$ cat src/rtl/id_settings.svh
`ifndef ID_SETTINGS_SVH
`define ID_SETTINGS_SVH

`define ID_WORD_W       32          // data and pc width
`define ID_REG_AW       5           // register address width
`define ID_OP_W         6           // opcode and funct width
`define ID_IMM_W        16
`define ID_INDEX_W      26          // jump index field
`define ID_ALUOP_W      8
`define ID_ALUSEL_W     3
`define ID_BRKIND_W     4

`define ID_LINK_REG     5'd31       // $ra

// primary opcodes
`define ID_OP_SPECIAL   6'b000000
`define ID_OP_REGIMM    6'b000001
`define ID_OP_J         6'b000010
`define ID_OP_JAL       6'b000011
`define ID_OP_BEQ       6'b000100
`define ID_OP_BNE       6'b000101
`define ID_OP_BLEZ      6'b000110
`define ID_OP_BGTZ      6'b000111
`define ID_OP_ANDI      6'b001100
`define ID_OP_ORI       6'b001101
`define ID_OP_XORI      6'b001110
`define ID_OP_LUI       6'b001111

// SPECIAL function codes
`define ID_FN_SLL       6'b000000
`define ID_FN_SRL       6'b000010
`define ID_FN_SRA       6'b000011
`define ID_FN_SLLV      6'b000100
`define ID_FN_SRLV      6'b000110
`define ID_FN_SRAV      6'b000111
`define ID_FN_JR        6'b001000
`define ID_FN_JALR      6'b001001
`define ID_FN_AND       6'b100100
`define ID_FN_OR        6'b100101
`define ID_FN_XOR       6'b100110
`define ID_FN_NOR       6'b100111

// REGIMM codes, carried in rt
`define ID_RI_BLTZ      5'b00000
`define ID_RI_BGEZ      5'b00001
`define ID_RI_BLTZAL    5'b10000
`define ID_RI_BGEZAL    5'b10001

`endif

$ cat src/rtl/id_pkg.sv
`include "id_settings.svh"

package id_pkg;

    typedef logic [`ID_WORD_W-1:0] word_t;
    typedef logic [`ID_REG_AW-1:0] reg_addr_t;

    typedef struct packed {
        logic [`ID_OP_W-1:0]   op;
        reg_addr_t             rs;
        reg_addr_t             rt;
        reg_addr_t             rd;
        logic [`ID_REG_AW-1:0] sa;       // shift amount
        logic [`ID_OP_W-1:0]   funct;
    } r_fields_t;

    typedef struct packed {
        logic [`ID_OP_W-1:0]   op;
        reg_addr_t             rs;
        reg_addr_t             rt;       // also the REGIMM code
        logic [`ID_IMM_W-1:0]  imm16;
    } i_fields_t;

    typedef struct packed {
        logic [`ID_OP_W-1:0]    op;
        logic [`ID_INDEX_W-1:0] index26;
    } j_fields_t;

    // one instruction word, three field layouts
    typedef union packed {
        r_fields_t r;
        i_fields_t i;
        j_fields_t j;
    } inst_u;

    typedef enum logic [`ID_ALUOP_W-1:0] {
        ALUOP_NOP  = 8'b00000000,
        ALUOP_AND  = 8'b00100100,
        ALUOP_OR   = 8'b00100101,
        ALUOP_XOR  = 8'b00100110,
        ALUOP_NOR  = 8'b00100111,
        ALUOP_SLL  = 8'b01111100,
        ALUOP_SRL  = 8'b00000010,
        ALUOP_SRA  = 8'b00000011,
        ALUOP_JR   = 8'b00001000,
        ALUOP_JALR = 8'b00001001
    } aluop_e;

    typedef enum logic [`ID_ALUSEL_W-1:0] {
        ALUSEL_NOP         = 3'b000,
        ALUSEL_LOGIC       = 3'b001,
        ALUSEL_SHIFT       = 3'b010,
        ALUSEL_JUMP_BRANCH = 3'b110
    } alusel_e;

    typedef enum logic [`ID_BRKIND_W-1:0] {
        BR_NONE, BR_JUMP_IMM, BR_JUMP_REG,
        BR_EQ, BR_NE, BR_LEZ, BR_GTZ, BR_LTZ, BR_GEZ
    } br_kind_e;

    // pending write from a later stage
    typedef struct packed {
        logic      we;
        reg_addr_t waddr;
        word_t     wdata;
    } fwd_t;

    typedef struct packed {
        logic      re;
        reg_addr_t raddr;
    } rd_req_t;

    typedef struct packed {
        aluop_e    aluop;
        alusel_e   alusel;
        word_t     opnd1;
        word_t     opnd2;
        logic      we;
        reg_addr_t waddr;
        word_t     return_addr;
    } ex_bundle_t;

endpackage

$ cat src/rtl/id_branch_unit.sv
`include "id_settings.svh"

module id_branch_unit (
    input  id_pkg::word_t    pc_i,
    input  id_pkg::inst_u    inst_i,
    input  id_pkg::br_kind_e br_kind_i,
    input  logic             link_i,
    input  id_pkg::word_t    opnd1_i,
    input  id_pkg::word_t    opnd2_i,
    output logic             taken_o,
    output id_pkg::word_t    target_o,
    output id_pkg::word_t    return_addr_o
);

    id_pkg::word_t                pc_plus_1;
    id_pkg::word_t                br_offset;
    id_pkg::word_t                jump_target;
    logic signed [`ID_WORD_W-1:0] opnd1_s;

    assign pc_plus_1   = pc_i + 1'b1;       // word addressed pc
    assign br_offset   = {{(`ID_WORD_W-`ID_IMM_W){inst_i.i.imm16[`ID_IMM_W-1]}},
                          inst_i.i.imm16};
    assign jump_target = {{(`ID_WORD_W-`ID_INDEX_W){1'b0}}, inst_i.j.index26};
    assign opnd1_s     = opnd1_i;

    always_comb begin
        case (br_kind_i)
            id_pkg::BR_JUMP_IMM,
            id_pkg::BR_JUMP_REG: taken_o = 1'b1;
            id_pkg::BR_EQ:       taken_o = (opnd1_i == opnd2_i);
            id_pkg::BR_NE:       taken_o = (opnd1_i != opnd2_i);
            id_pkg::BR_LEZ:      taken_o = (opnd1_s <= 0);
            id_pkg::BR_GTZ:      taken_o = (opnd1_s > 0);
            id_pkg::BR_LTZ:      taken_o = (opnd1_s < 0);
            id_pkg::BR_GEZ:      taken_o = (opnd1_s >= 0);
            default:             taken_o = 1'b0;
        endcase
    end

    always_comb begin
        if (!taken_o) begin
            target_o = '0;
        end else if (br_kind_i == id_pkg::BR_JUMP_IMM) begin
            target_o = jump_target;
        end else if (br_kind_i == id_pkg::BR_JUMP_REG) begin
            target_o = opnd1_i;             // already forwarded
        end else begin
            target_o = pc_plus_1 + br_offset;
        end
    end

    // linking forms return to pc+1 even when not taken
    assign return_addr_o = link_i ? pc_plus_1 : '0;

endmodule

$ cat src/rtl/id_decoder.sv
`include "id_settings.svh"

module id_decoder (
    input  id_pkg::inst_u      inst_i,
    output id_pkg::rd_req_t    rd_req1_o,
    output id_pkg::rd_req_t    rd_req2_o,
    output id_pkg::word_t      imm_o,
    output id_pkg::ex_bundle_t dec_o,
    output id_pkg::br_kind_e   br_kind_o,
    output logic               link_o
);

    // SPECIAL funct to alu operation, both shift forms share one op
    function automatic id_pkg::aluop_e funct_aluop(input logic [`ID_OP_W-1:0] funct);
        id_pkg::aluop_e op;
        case (funct)
            `ID_FN_AND:              op = id_pkg::ALUOP_AND;
            `ID_FN_OR:               op = id_pkg::ALUOP_OR;
            `ID_FN_XOR:              op = id_pkg::ALUOP_XOR;
            `ID_FN_NOR:              op = id_pkg::ALUOP_NOR;
            `ID_FN_SLL, `ID_FN_SLLV: op = id_pkg::ALUOP_SLL;
            `ID_FN_SRL, `ID_FN_SRLV: op = id_pkg::ALUOP_SRL;
            `ID_FN_SRA, `ID_FN_SRAV: op = id_pkg::ALUOP_SRA;
            default:                 op = id_pkg::ALUOP_NOP;
        endcase
        return op;
    endfunction

    always_comb begin
        rd_req1_o = '0;                     // unknown encodings stay NOP
        rd_req2_o = '0;
        imm_o     = '0;
        dec_o     = '0;
        br_kind_o = id_pkg::BR_NONE;
        link_o    = 1'b0;

        case (inst_i.r.op)
            `ID_OP_SPECIAL: begin
                case (inst_i.r.funct)
                    `ID_FN_AND, `ID_FN_OR, `ID_FN_XOR, `ID_FN_NOR: begin
                        if (inst_i.r.sa == '0) begin
                            dec_o.aluop  = funct_aluop(inst_i.r.funct);
                            dec_o.alusel = id_pkg::ALUSEL_LOGIC;
                            dec_o.we     = 1'b1;
                            dec_o.waddr  = inst_i.r.rd;
                            rd_req1_o    = '{re: 1'b1, raddr: inst_i.r.rs};
                            rd_req2_o    = '{re: 1'b1, raddr: inst_i.r.rt};
                        end
                    end
                    `ID_FN_SLLV, `ID_FN_SRLV, `ID_FN_SRAV: begin
                        if (inst_i.r.sa == '0) begin
                            dec_o.aluop  = funct_aluop(inst_i.r.funct);
                            dec_o.alusel = id_pkg::ALUSEL_SHIFT;
                            dec_o.we     = 1'b1;
                            dec_o.waddr  = inst_i.r.rd;
                            rd_req1_o    = '{re: 1'b1, raddr: inst_i.r.rs};
                            rd_req2_o    = '{re: 1'b1, raddr: inst_i.r.rt};
                        end
                    end
                    `ID_FN_SLL, `ID_FN_SRL, `ID_FN_SRA: begin
                        if (inst_i.r.rs == '0) begin
                            dec_o.aluop  = funct_aluop(inst_i.r.funct);
                            dec_o.alusel = id_pkg::ALUSEL_SHIFT;
                            dec_o.we     = 1'b1;
                            dec_o.waddr  = inst_i.r.rd;
                            rd_req2_o    = '{re: 1'b1, raddr: inst_i.r.rt};
                            imm_o = {{(`ID_WORD_W-`ID_REG_AW){1'b0}}, inst_i.r.sa}; // sa to opnd1
                        end
                    end
                    `ID_FN_JR: begin
                        if (inst_i.r.sa == '0) begin
                            dec_o.aluop  = id_pkg::ALUOP_JR;
                            dec_o.alusel = id_pkg::ALUSEL_JUMP_BRANCH;
                            rd_req1_o    = '{re: 1'b1, raddr: inst_i.r.rs};
                            br_kind_o    = id_pkg::BR_JUMP_REG;
                        end
                    end
                    `ID_FN_JALR: begin
                        if (inst_i.r.sa == '0) begin
                            dec_o.aluop  = id_pkg::ALUOP_JALR;
                            dec_o.alusel = id_pkg::ALUSEL_JUMP_BRANCH;
                            dec_o.we     = 1'b1;
                            dec_o.waddr  = (inst_i.r.rd == '0) ? `ID_LINK_REG : inst_i.r.rd;
                            rd_req1_o    = '{re: 1'b1, raddr: inst_i.r.rs};
                            br_kind_o    = id_pkg::BR_JUMP_REG;
                            link_o       = 1'b1;
                        end
                    end
                    default: begin
                    end
                endcase
            end
            `ID_OP_ANDI, `ID_OP_ORI, `ID_OP_XORI: begin
                case (inst_i.i.op)
                    `ID_OP_ANDI: dec_o.aluop = id_pkg::ALUOP_AND;
                    `ID_OP_ORI:  dec_o.aluop = id_pkg::ALUOP_OR;
                    default:     dec_o.aluop = id_pkg::ALUOP_XOR;
                endcase
                dec_o.alusel = id_pkg::ALUSEL_LOGIC;
                dec_o.we     = 1'b1;
                dec_o.waddr  = inst_i.i.rt;
                rd_req1_o    = '{re: 1'b1, raddr: inst_i.i.rs};
                imm_o = {{(`ID_WORD_W-`ID_IMM_W){1'b0}}, inst_i.i.imm16}; // zero extend
            end
            `ID_OP_LUI: begin
                dec_o.aluop  = id_pkg::ALUOP_OR;    // or with zero upper imm
                dec_o.alusel = id_pkg::ALUSEL_LOGIC;
                dec_o.we     = 1'b1;
                dec_o.waddr  = inst_i.i.rt;
                imm_o = {inst_i.i.imm16, {(`ID_WORD_W-`ID_IMM_W){1'b0}}};
            end
            `ID_OP_J, `ID_OP_JAL: begin
                dec_o.alusel = id_pkg::ALUSEL_JUMP_BRANCH;
                br_kind_o    = id_pkg::BR_JUMP_IMM;
                if (inst_i.j.op == `ID_OP_JAL) begin
                    dec_o.aluop = id_pkg::ALUOP_JALR;
                    dec_o.we    = 1'b1;
                    dec_o.waddr = `ID_LINK_REG;
                    link_o      = 1'b1;
                end else begin
                    dec_o.aluop = id_pkg::ALUOP_JR;
                end
            end
            `ID_OP_BEQ, `ID_OP_BNE: begin
                dec_o.aluop  = id_pkg::ALUOP_JR;
                dec_o.alusel = id_pkg::ALUSEL_JUMP_BRANCH;
                rd_req1_o    = '{re: 1'b1, raddr: inst_i.i.rs};
                rd_req2_o    = '{re: 1'b1, raddr: inst_i.i.rt};
                br_kind_o = (inst_i.i.op == `ID_OP_BEQ) ? id_pkg::BR_EQ : id_pkg::BR_NE;
            end
            `ID_OP_BLEZ, `ID_OP_BGTZ: begin
                dec_o.aluop  = id_pkg::ALUOP_JR;
                dec_o.alusel = id_pkg::ALUSEL_JUMP_BRANCH;
                rd_req1_o    = '{re: 1'b1, raddr: inst_i.i.rs};
                br_kind_o = (inst_i.i.op == `ID_OP_BLEZ) ? id_pkg::BR_LEZ : id_pkg::BR_GTZ;
            end
            `ID_OP_REGIMM: begin
                case (inst_i.i.rt)
                    `ID_RI_BLTZ, `ID_RI_BGEZ, `ID_RI_BLTZAL, `ID_RI_BGEZAL: begin
                        dec_o.alusel = id_pkg::ALUSEL_JUMP_BRANCH;
                        rd_req1_o    = '{re: 1'b1, raddr: inst_i.i.rs};
                        // bit 0 of the code picks ge over lt
                        br_kind_o = inst_i.i.rt[0] ? id_pkg::BR_GEZ : id_pkg::BR_LTZ;
                        if (inst_i.i.rt[4]) begin   // linking forms
                            dec_o.aluop = id_pkg::ALUOP_JALR;
                            dec_o.we    = 1'b1;
                            dec_o.waddr = `ID_LINK_REG;
                            link_o      = 1'b1;
                        end else begin
                            dec_o.aluop = id_pkg::ALUOP_JR;
                        end
                    end
                    default: begin
                    end
                endcase
            end
            default: begin
            end
        endcase
    end

endmodule

$ cat src/rtl/id_ex_reg.sv
module id_ex_reg (
    input  logic               clk,
    input  logic               rst_n_i,
    input  id_pkg::ex_bundle_t bundle_i,
    output id_pkg::ex_bundle_t bundle_o
);

    // all zero is the NOP bundle
    always_ff @(posedge clk or negedge rst_n_i) begin
        if (!rst_n_i) begin
            bundle_o <= '0;
        end else begin
            bundle_o <= bundle_i;           // new instruction every cycle
        end
    end

endmodule

$ cat src/rtl/id_operand_mux.sv
module id_operand_mux (
    input  id_pkg::rd_req_t req_i,
    input  id_pkg::word_t   rf_data_i,
    input  id_pkg::word_t   imm_i,
    input  id_pkg::fwd_t    ex_fwd_i,
    input  id_pkg::fwd_t    mem_fwd_i,
    output id_pkg::word_t   opnd_o
);

    logic ex_hit;
    logic mem_hit;

    // register 0 gets no special treatment here
    assign ex_hit  = req_i.re && ex_fwd_i.we && (ex_fwd_i.waddr == req_i.raddr);
    assign mem_hit = req_i.re && mem_fwd_i.we && (mem_fwd_i.waddr == req_i.raddr);

    always_comb begin
        if (ex_hit) begin
            opnd_o = ex_fwd_i.wdata;        // youngest result wins
        end else if (mem_hit) begin
            opnd_o = mem_fwd_i.wdata;
        end else if (req_i.re) begin
            opnd_o = rf_data_i;
        end else begin
            opnd_o = imm_i;                 // no read, use immediate
        end
    end

endmodule

$ cat src/rtl/id_stage.sv
module id_stage (
    input  logic               clk,
    input  logic               rst_n_i,
    input  id_pkg::word_t      pc_i,
    input  id_pkg::inst_u      inst_i,
    input  id_pkg::word_t      rdata1_i,
    input  id_pkg::word_t      rdata2_i,
    input  id_pkg::fwd_t       ex_fwd_i,
    input  id_pkg::fwd_t       mem_fwd_i,
    output id_pkg::rd_req_t    rd_req1_o,
    output id_pkg::rd_req_t    rd_req2_o,
    output logic               branch_taken_o,
    output id_pkg::word_t      branch_target_o,
    output id_pkg::ex_bundle_t ex_o
);

    id_pkg::word_t      imm;
    id_pkg::ex_bundle_t dec;
    id_pkg::br_kind_e   br_kind;
    logic               link;
    id_pkg::word_t      opnd1;
    id_pkg::word_t      opnd2;
    id_pkg::word_t      return_addr;
    id_pkg::ex_bundle_t ex_d;

    id_decoder decoder0 (
        .inst_i    (inst_i),
        .rd_req1_o (rd_req1_o),
        .rd_req2_o (rd_req2_o),
        .imm_o     (imm),
        .dec_o     (dec),
        .br_kind_o (br_kind),
        .link_o    (link)
    );

    id_operand_mux opnd1_mux (
        .req_i     (rd_req1_o),
        .rf_data_i (rdata1_i),
        .imm_i     (imm),
        .ex_fwd_i  (ex_fwd_i),
        .mem_fwd_i (mem_fwd_i),
        .opnd_o    (opnd1)
    );

    id_operand_mux opnd2_mux (
        .req_i     (rd_req2_o),
        .rf_data_i (rdata2_i),
        .imm_i     (imm),
        .ex_fwd_i  (ex_fwd_i),
        .mem_fwd_i (mem_fwd_i),
        .opnd_o    (opnd2)
    );

    id_branch_unit branch0 (
        .pc_i          (pc_i),
        .inst_i        (inst_i),
        .br_kind_i     (br_kind),
        .link_i        (link),
        .opnd1_i       (opnd1),
        .opnd2_i       (opnd2),
        .taken_o       (branch_taken_o),
        .target_o      (branch_target_o),
        .return_addr_o (return_addr)
    );

    // decoder controls plus datapath fields
    always_comb begin
        ex_d             = dec;
        ex_d.opnd1       = opnd1;
        ex_d.opnd2       = opnd2;
        ex_d.return_addr = return_addr;
    end

    id_ex_reg ex_reg0 (
        .clk      (clk),
        .rst_n_i  (rst_n_i),
        .bundle_i (ex_d),
        .bundle_o (ex_o)
    );

endmodule

$ cat config.mk
export PLATFORM = sky130hd
export DESIGN_NAME = id_stage
export DESIGN_NICKNAME = d
export VERILOG_FILES = /design/src/rtl/id_pkg.sv /design/src/rtl/id_branch_unit.sv /design/src/rtl/id_decoder.sv /design/src/rtl/id_ex_reg.sv /design/src/rtl/id_operand_mux.sv /design/src/rtl/id_stage.sv
export VERILOG_INCLUDE_DIRS = /design/src /design/src/rtl
export SDC_FILE = /design/constraint.sdc
export NUM_CORES = 1
export LEC_CHECK = 0
export ABC_AREA = 1
export BUFFER_PORTS_ARGS = -buffer_cell sky130_fd_sc_hd__buf_4
export CAP_MARGIN = 10
export CELL_PAD_IN_SITES_DETAIL_PLACEMENT = 1
export CELL_PAD_IN_SITES_GLOBAL_PLACEMENT = 2
export CORE_UTILIZATION = 26
export DETAILED_ROUTE_END_ITERATION = 6
export HOLD_SLACK_MARGIN = 0.02
export PLACE_DENSITY = 0.81
export SETUP_SLACK_MARGIN = 0.15
export SLEW_MARGIN = 30
export SYNTH_ARGS = -nofsm -noshare
export SYNTH_HDL_FRONTEND = slang
export SYNTH_SLANG_ARGS = --single-unit
$ cat constraint.sdc
create_clock -name clk -period 6.1 [get_ports clk]
set_input_delay 0.915 -clock clk [delete_from_list [all_inputs] [get_ports clk]]
set_output_delay 0.915 -clock clk [all_outputs]
set_load 0.005 [all_outputs]
==> key figures <==
Setup path
  – Critical path arrival: 4.84 ns
  – CP Launch Type: primary input
  – Critical path fanouts, max: 3
  – Critical path class: primary input to primary output
  – CP Data Required Time: 5.18 ns
  – Largest stage delay, worst path: 0.30 ns
  – Worst path most repeated cell: nor2_4
  – Max stage delay cell, worst path: ha_4
  – Crit. End Element: primary output

STA
  – Fin. max-slew vios: 0
  – Unrepaired setup endpoints after global routing: yes
  – Hold Vio Cnt, Final: 0
  – Hold_ws: 0.536 ns
  – Max frequency: 174 MHz
  – Worst slew pin tran: 0.823 ns
  – # setup viols final: 0
  – Setup ws final: 0.343 ns
  – Final period util: 94.4%
  – Final min period: 5.76 ns
  – Relative slew slack: 45.1%

Yosys
  – EDFF count, synth: 0
  – Syn Inst Count: 2010
  – Count leader, synth: nand2_1
  – Commonest cells post-synth: nand2_1, inv_1, nand3_1
  – Synth area leader: dfrtp_1
  – FF+latch count, synth: 110
  – Synth async-reset ratio: 100%
  – Syn_nets: 2249
  – Synth top area share: 23.3%
  – Post-synth cell types: 54
  – Seq/Total Area, Yosys: 23.3%
  – Top_reg_cell synth: dfrtp_1
  – Synth Cell Area: 11800 um^2
  – Ys Warns: 0
  – Synth area leaders: dfrtp_1, nand2_1, nand3_1
  – Mean cell area of the mapped netlist: 5.89 um^2

CTS
  – Hold_buf cts: 0
  – CTS tree: yes
  – H-tree Lvls: 3
  – CTS buffer count: 9
  – Reg clk slew, reported paths: 0.08 ns
  – Clk sink count: 110
  – Clock Path Buffers: 2
  – CTS root buf: clkbuf_16

Final layout
  – Largest register FFs: 110
  – Share of cells above drive strength 1: 27.3%
  – Biggest regs: ex_reg0.bundle_o: 110 flops
  – Largest Register: ex_reg0.bundle_o
  – Fillers: 5802
  – Sequential cell area: 2750 um^2
  – Area delta synth->final: 41.6%
  – Final net count: 2667
  – Area of the multi-input gates: 8040 um^2

Pwr
  – Switching Share: 37.6%
  – Fraction of power consumed by sequential logic: 32.1%
  – Clock power share: 30.9%
  – Peak supply drop: 0.139 mV
  – PwrDens: 140 nW/um^2
  – P_int: 1460 uW
  – Sw power: 880 uW
  – Part of the power in combinational logic: 37.0%
  – Lkg Pwr: 0.00962 uW

Place
  – Port bufs: 362
  – GPL Wtd Cong: 0.927
  – Worst slack, placed: -0.222 ns
  – Detailed placement HPWL: 54800 um

Floorplanning
  – Die W: 215 um
  – Starting Density: 26.5%
  – Die area: 46400 um^2
  – I/O pin cnt: 364
  – Total core area: 44600 um^2
  – Die height: 215 um
  – Core Rows: 77

Routing
  – Detailed-route via count: 15400
  – Final wirelength: 69100 um
  – Remaining antenna violation count: 0
  – DRC errors left: 0
  – Vias per cell: 5.10
  – DR iter-0 viols: 971
  – Drt pass-1 iters: 5
  – Avg WL per Cell: 22.8 um

GRT
  – Largest net degree at the start of global routing: 65
  – Vias in the first global route: 15600
  – Initial antenna violation count: 2
  – Global-route wire length before repair: 101000 um
  – GR Overflow Total: 0
  – All-Layer GR Usage: 29.2%

Hold path
  – Hold Crit Class: primary input to asynchronous set/reset pin

Run status
  – Status: complete, no violations

Job
  – Max cap viols: 0
worst max-delay path: cells and delay by family:
kind	cells	cell delay (ns)
compound gates	2	0.28
xor+xnor	1	0.20
buf+inv	6	0.51
simple gates	22	2.61
fa+ha+maj	1	0.30
per-stage QoR:
stage | util, % | instances | area [um^2] | setup TNS [ns] | power (uW)
2_1_floorplan | - | 2010 | 11800 | 0 | 1140
3_3_place_gp | 35.3 | 2980 | 15700 | -0.135 | 1570
3_5_place_dp | 35.3 | 2980 | 15700 | -0.767 | 1570
4_1_cts | 36.5 | 3003 | 16300 | 0 | 2320
5_1_grt | 37.6 | 3025 | 16800 | 0 | 2440
6_report | 37.6 | 3026 | 16800 | 0 | 2340
logic make-up after synthesis:
logic type / Yosys count / synth area share [%]
xor gates and xnor gates: 45 / 3.33
other: 1 / 0.0317
and+or+nand+nor: 1175 / 43.0
adders and majority gates: 33 / 3.55
DFF: 110 / 23.3
AOI/OAI and AO/OA: 298 / 14.2
buffers and inverters: 348 / 12.6
routing by layer:
layer,global-route usage [%],part of all wire [%]
met5,0,0
met3,4.83,7.0
met4,8.70,2.3
met1,39.3,44
met2,47.5,46
power by group through the flow:
stage	Sequential [uW]	Combinational (uW)	Clock, uW
after floorplan	767	377	0
after detailed placement	766	807	0
after global placement	766	804	0
after CTS	752	827	739
after global routing	753	938	753
final	752	866	722
cell usage in the layout, fill, tap and decap left out, drive strengths merged, types with 2 or more instances in the layout:
cell type	count
nor2	175
inv	262
bufinv	2
o21a	6
nor4	8
and3	2
xor2	25
a21o	2
o211ai	18
o31ai	2
buf	490
ha	32
nand4	16
clkbuf	11
nor3	18
a21oi	81
nand2	694
xnor2	20
a31oi	6
a22oi	5
o22ai	9
nand3b	14
dfrtp	110
o2111ai	2
o221ai	10
o21ai	150
nand3	235
or2	12
clkinv	5
layout make-up:
| class | instances | share of cell area (%) |
|---|---|---|
| clock inverter | 6 | 0.553 |
| multi-input combinational | 1552 | 48.0 |
| tap | 592 | 4.42 |
| timing repair buffer | 491 | 23.2 |
| sequential | 110 | 16.4 |
| clock buffer | 10 | 1.43 |
| antenna | 1 | 0.0149 |
| inverter | 264 | 5.94 |
worst paths after layout:
path                         startpoint                              to  slack (ns)  cells past startpoint
max in group asynchronous       rst_n_i  ex_reg0.bundle_o[18]$_DFF_PN0_        4.26                      2
min in group clk           ex_fwd_i[25]  ex_reg0.bundle_o[63]$_DFF_PN0_        0.74                      3
setup / recovery                pc_i[1]             branch_target_o[30]        0.34                     32
hold / removal                  rst_n_i  ex_reg0.bundle_o[55]$_DFF_PN0_        0.54                      1
timing repair:
action	in CTS	in global routing
resized for setup	33	74
pin swaps	19	59
setup endpoints to repair	9	33
setup buffers	7	21
cloned	0	1
No activity file was read; power rests on OpenSTA's default activity.
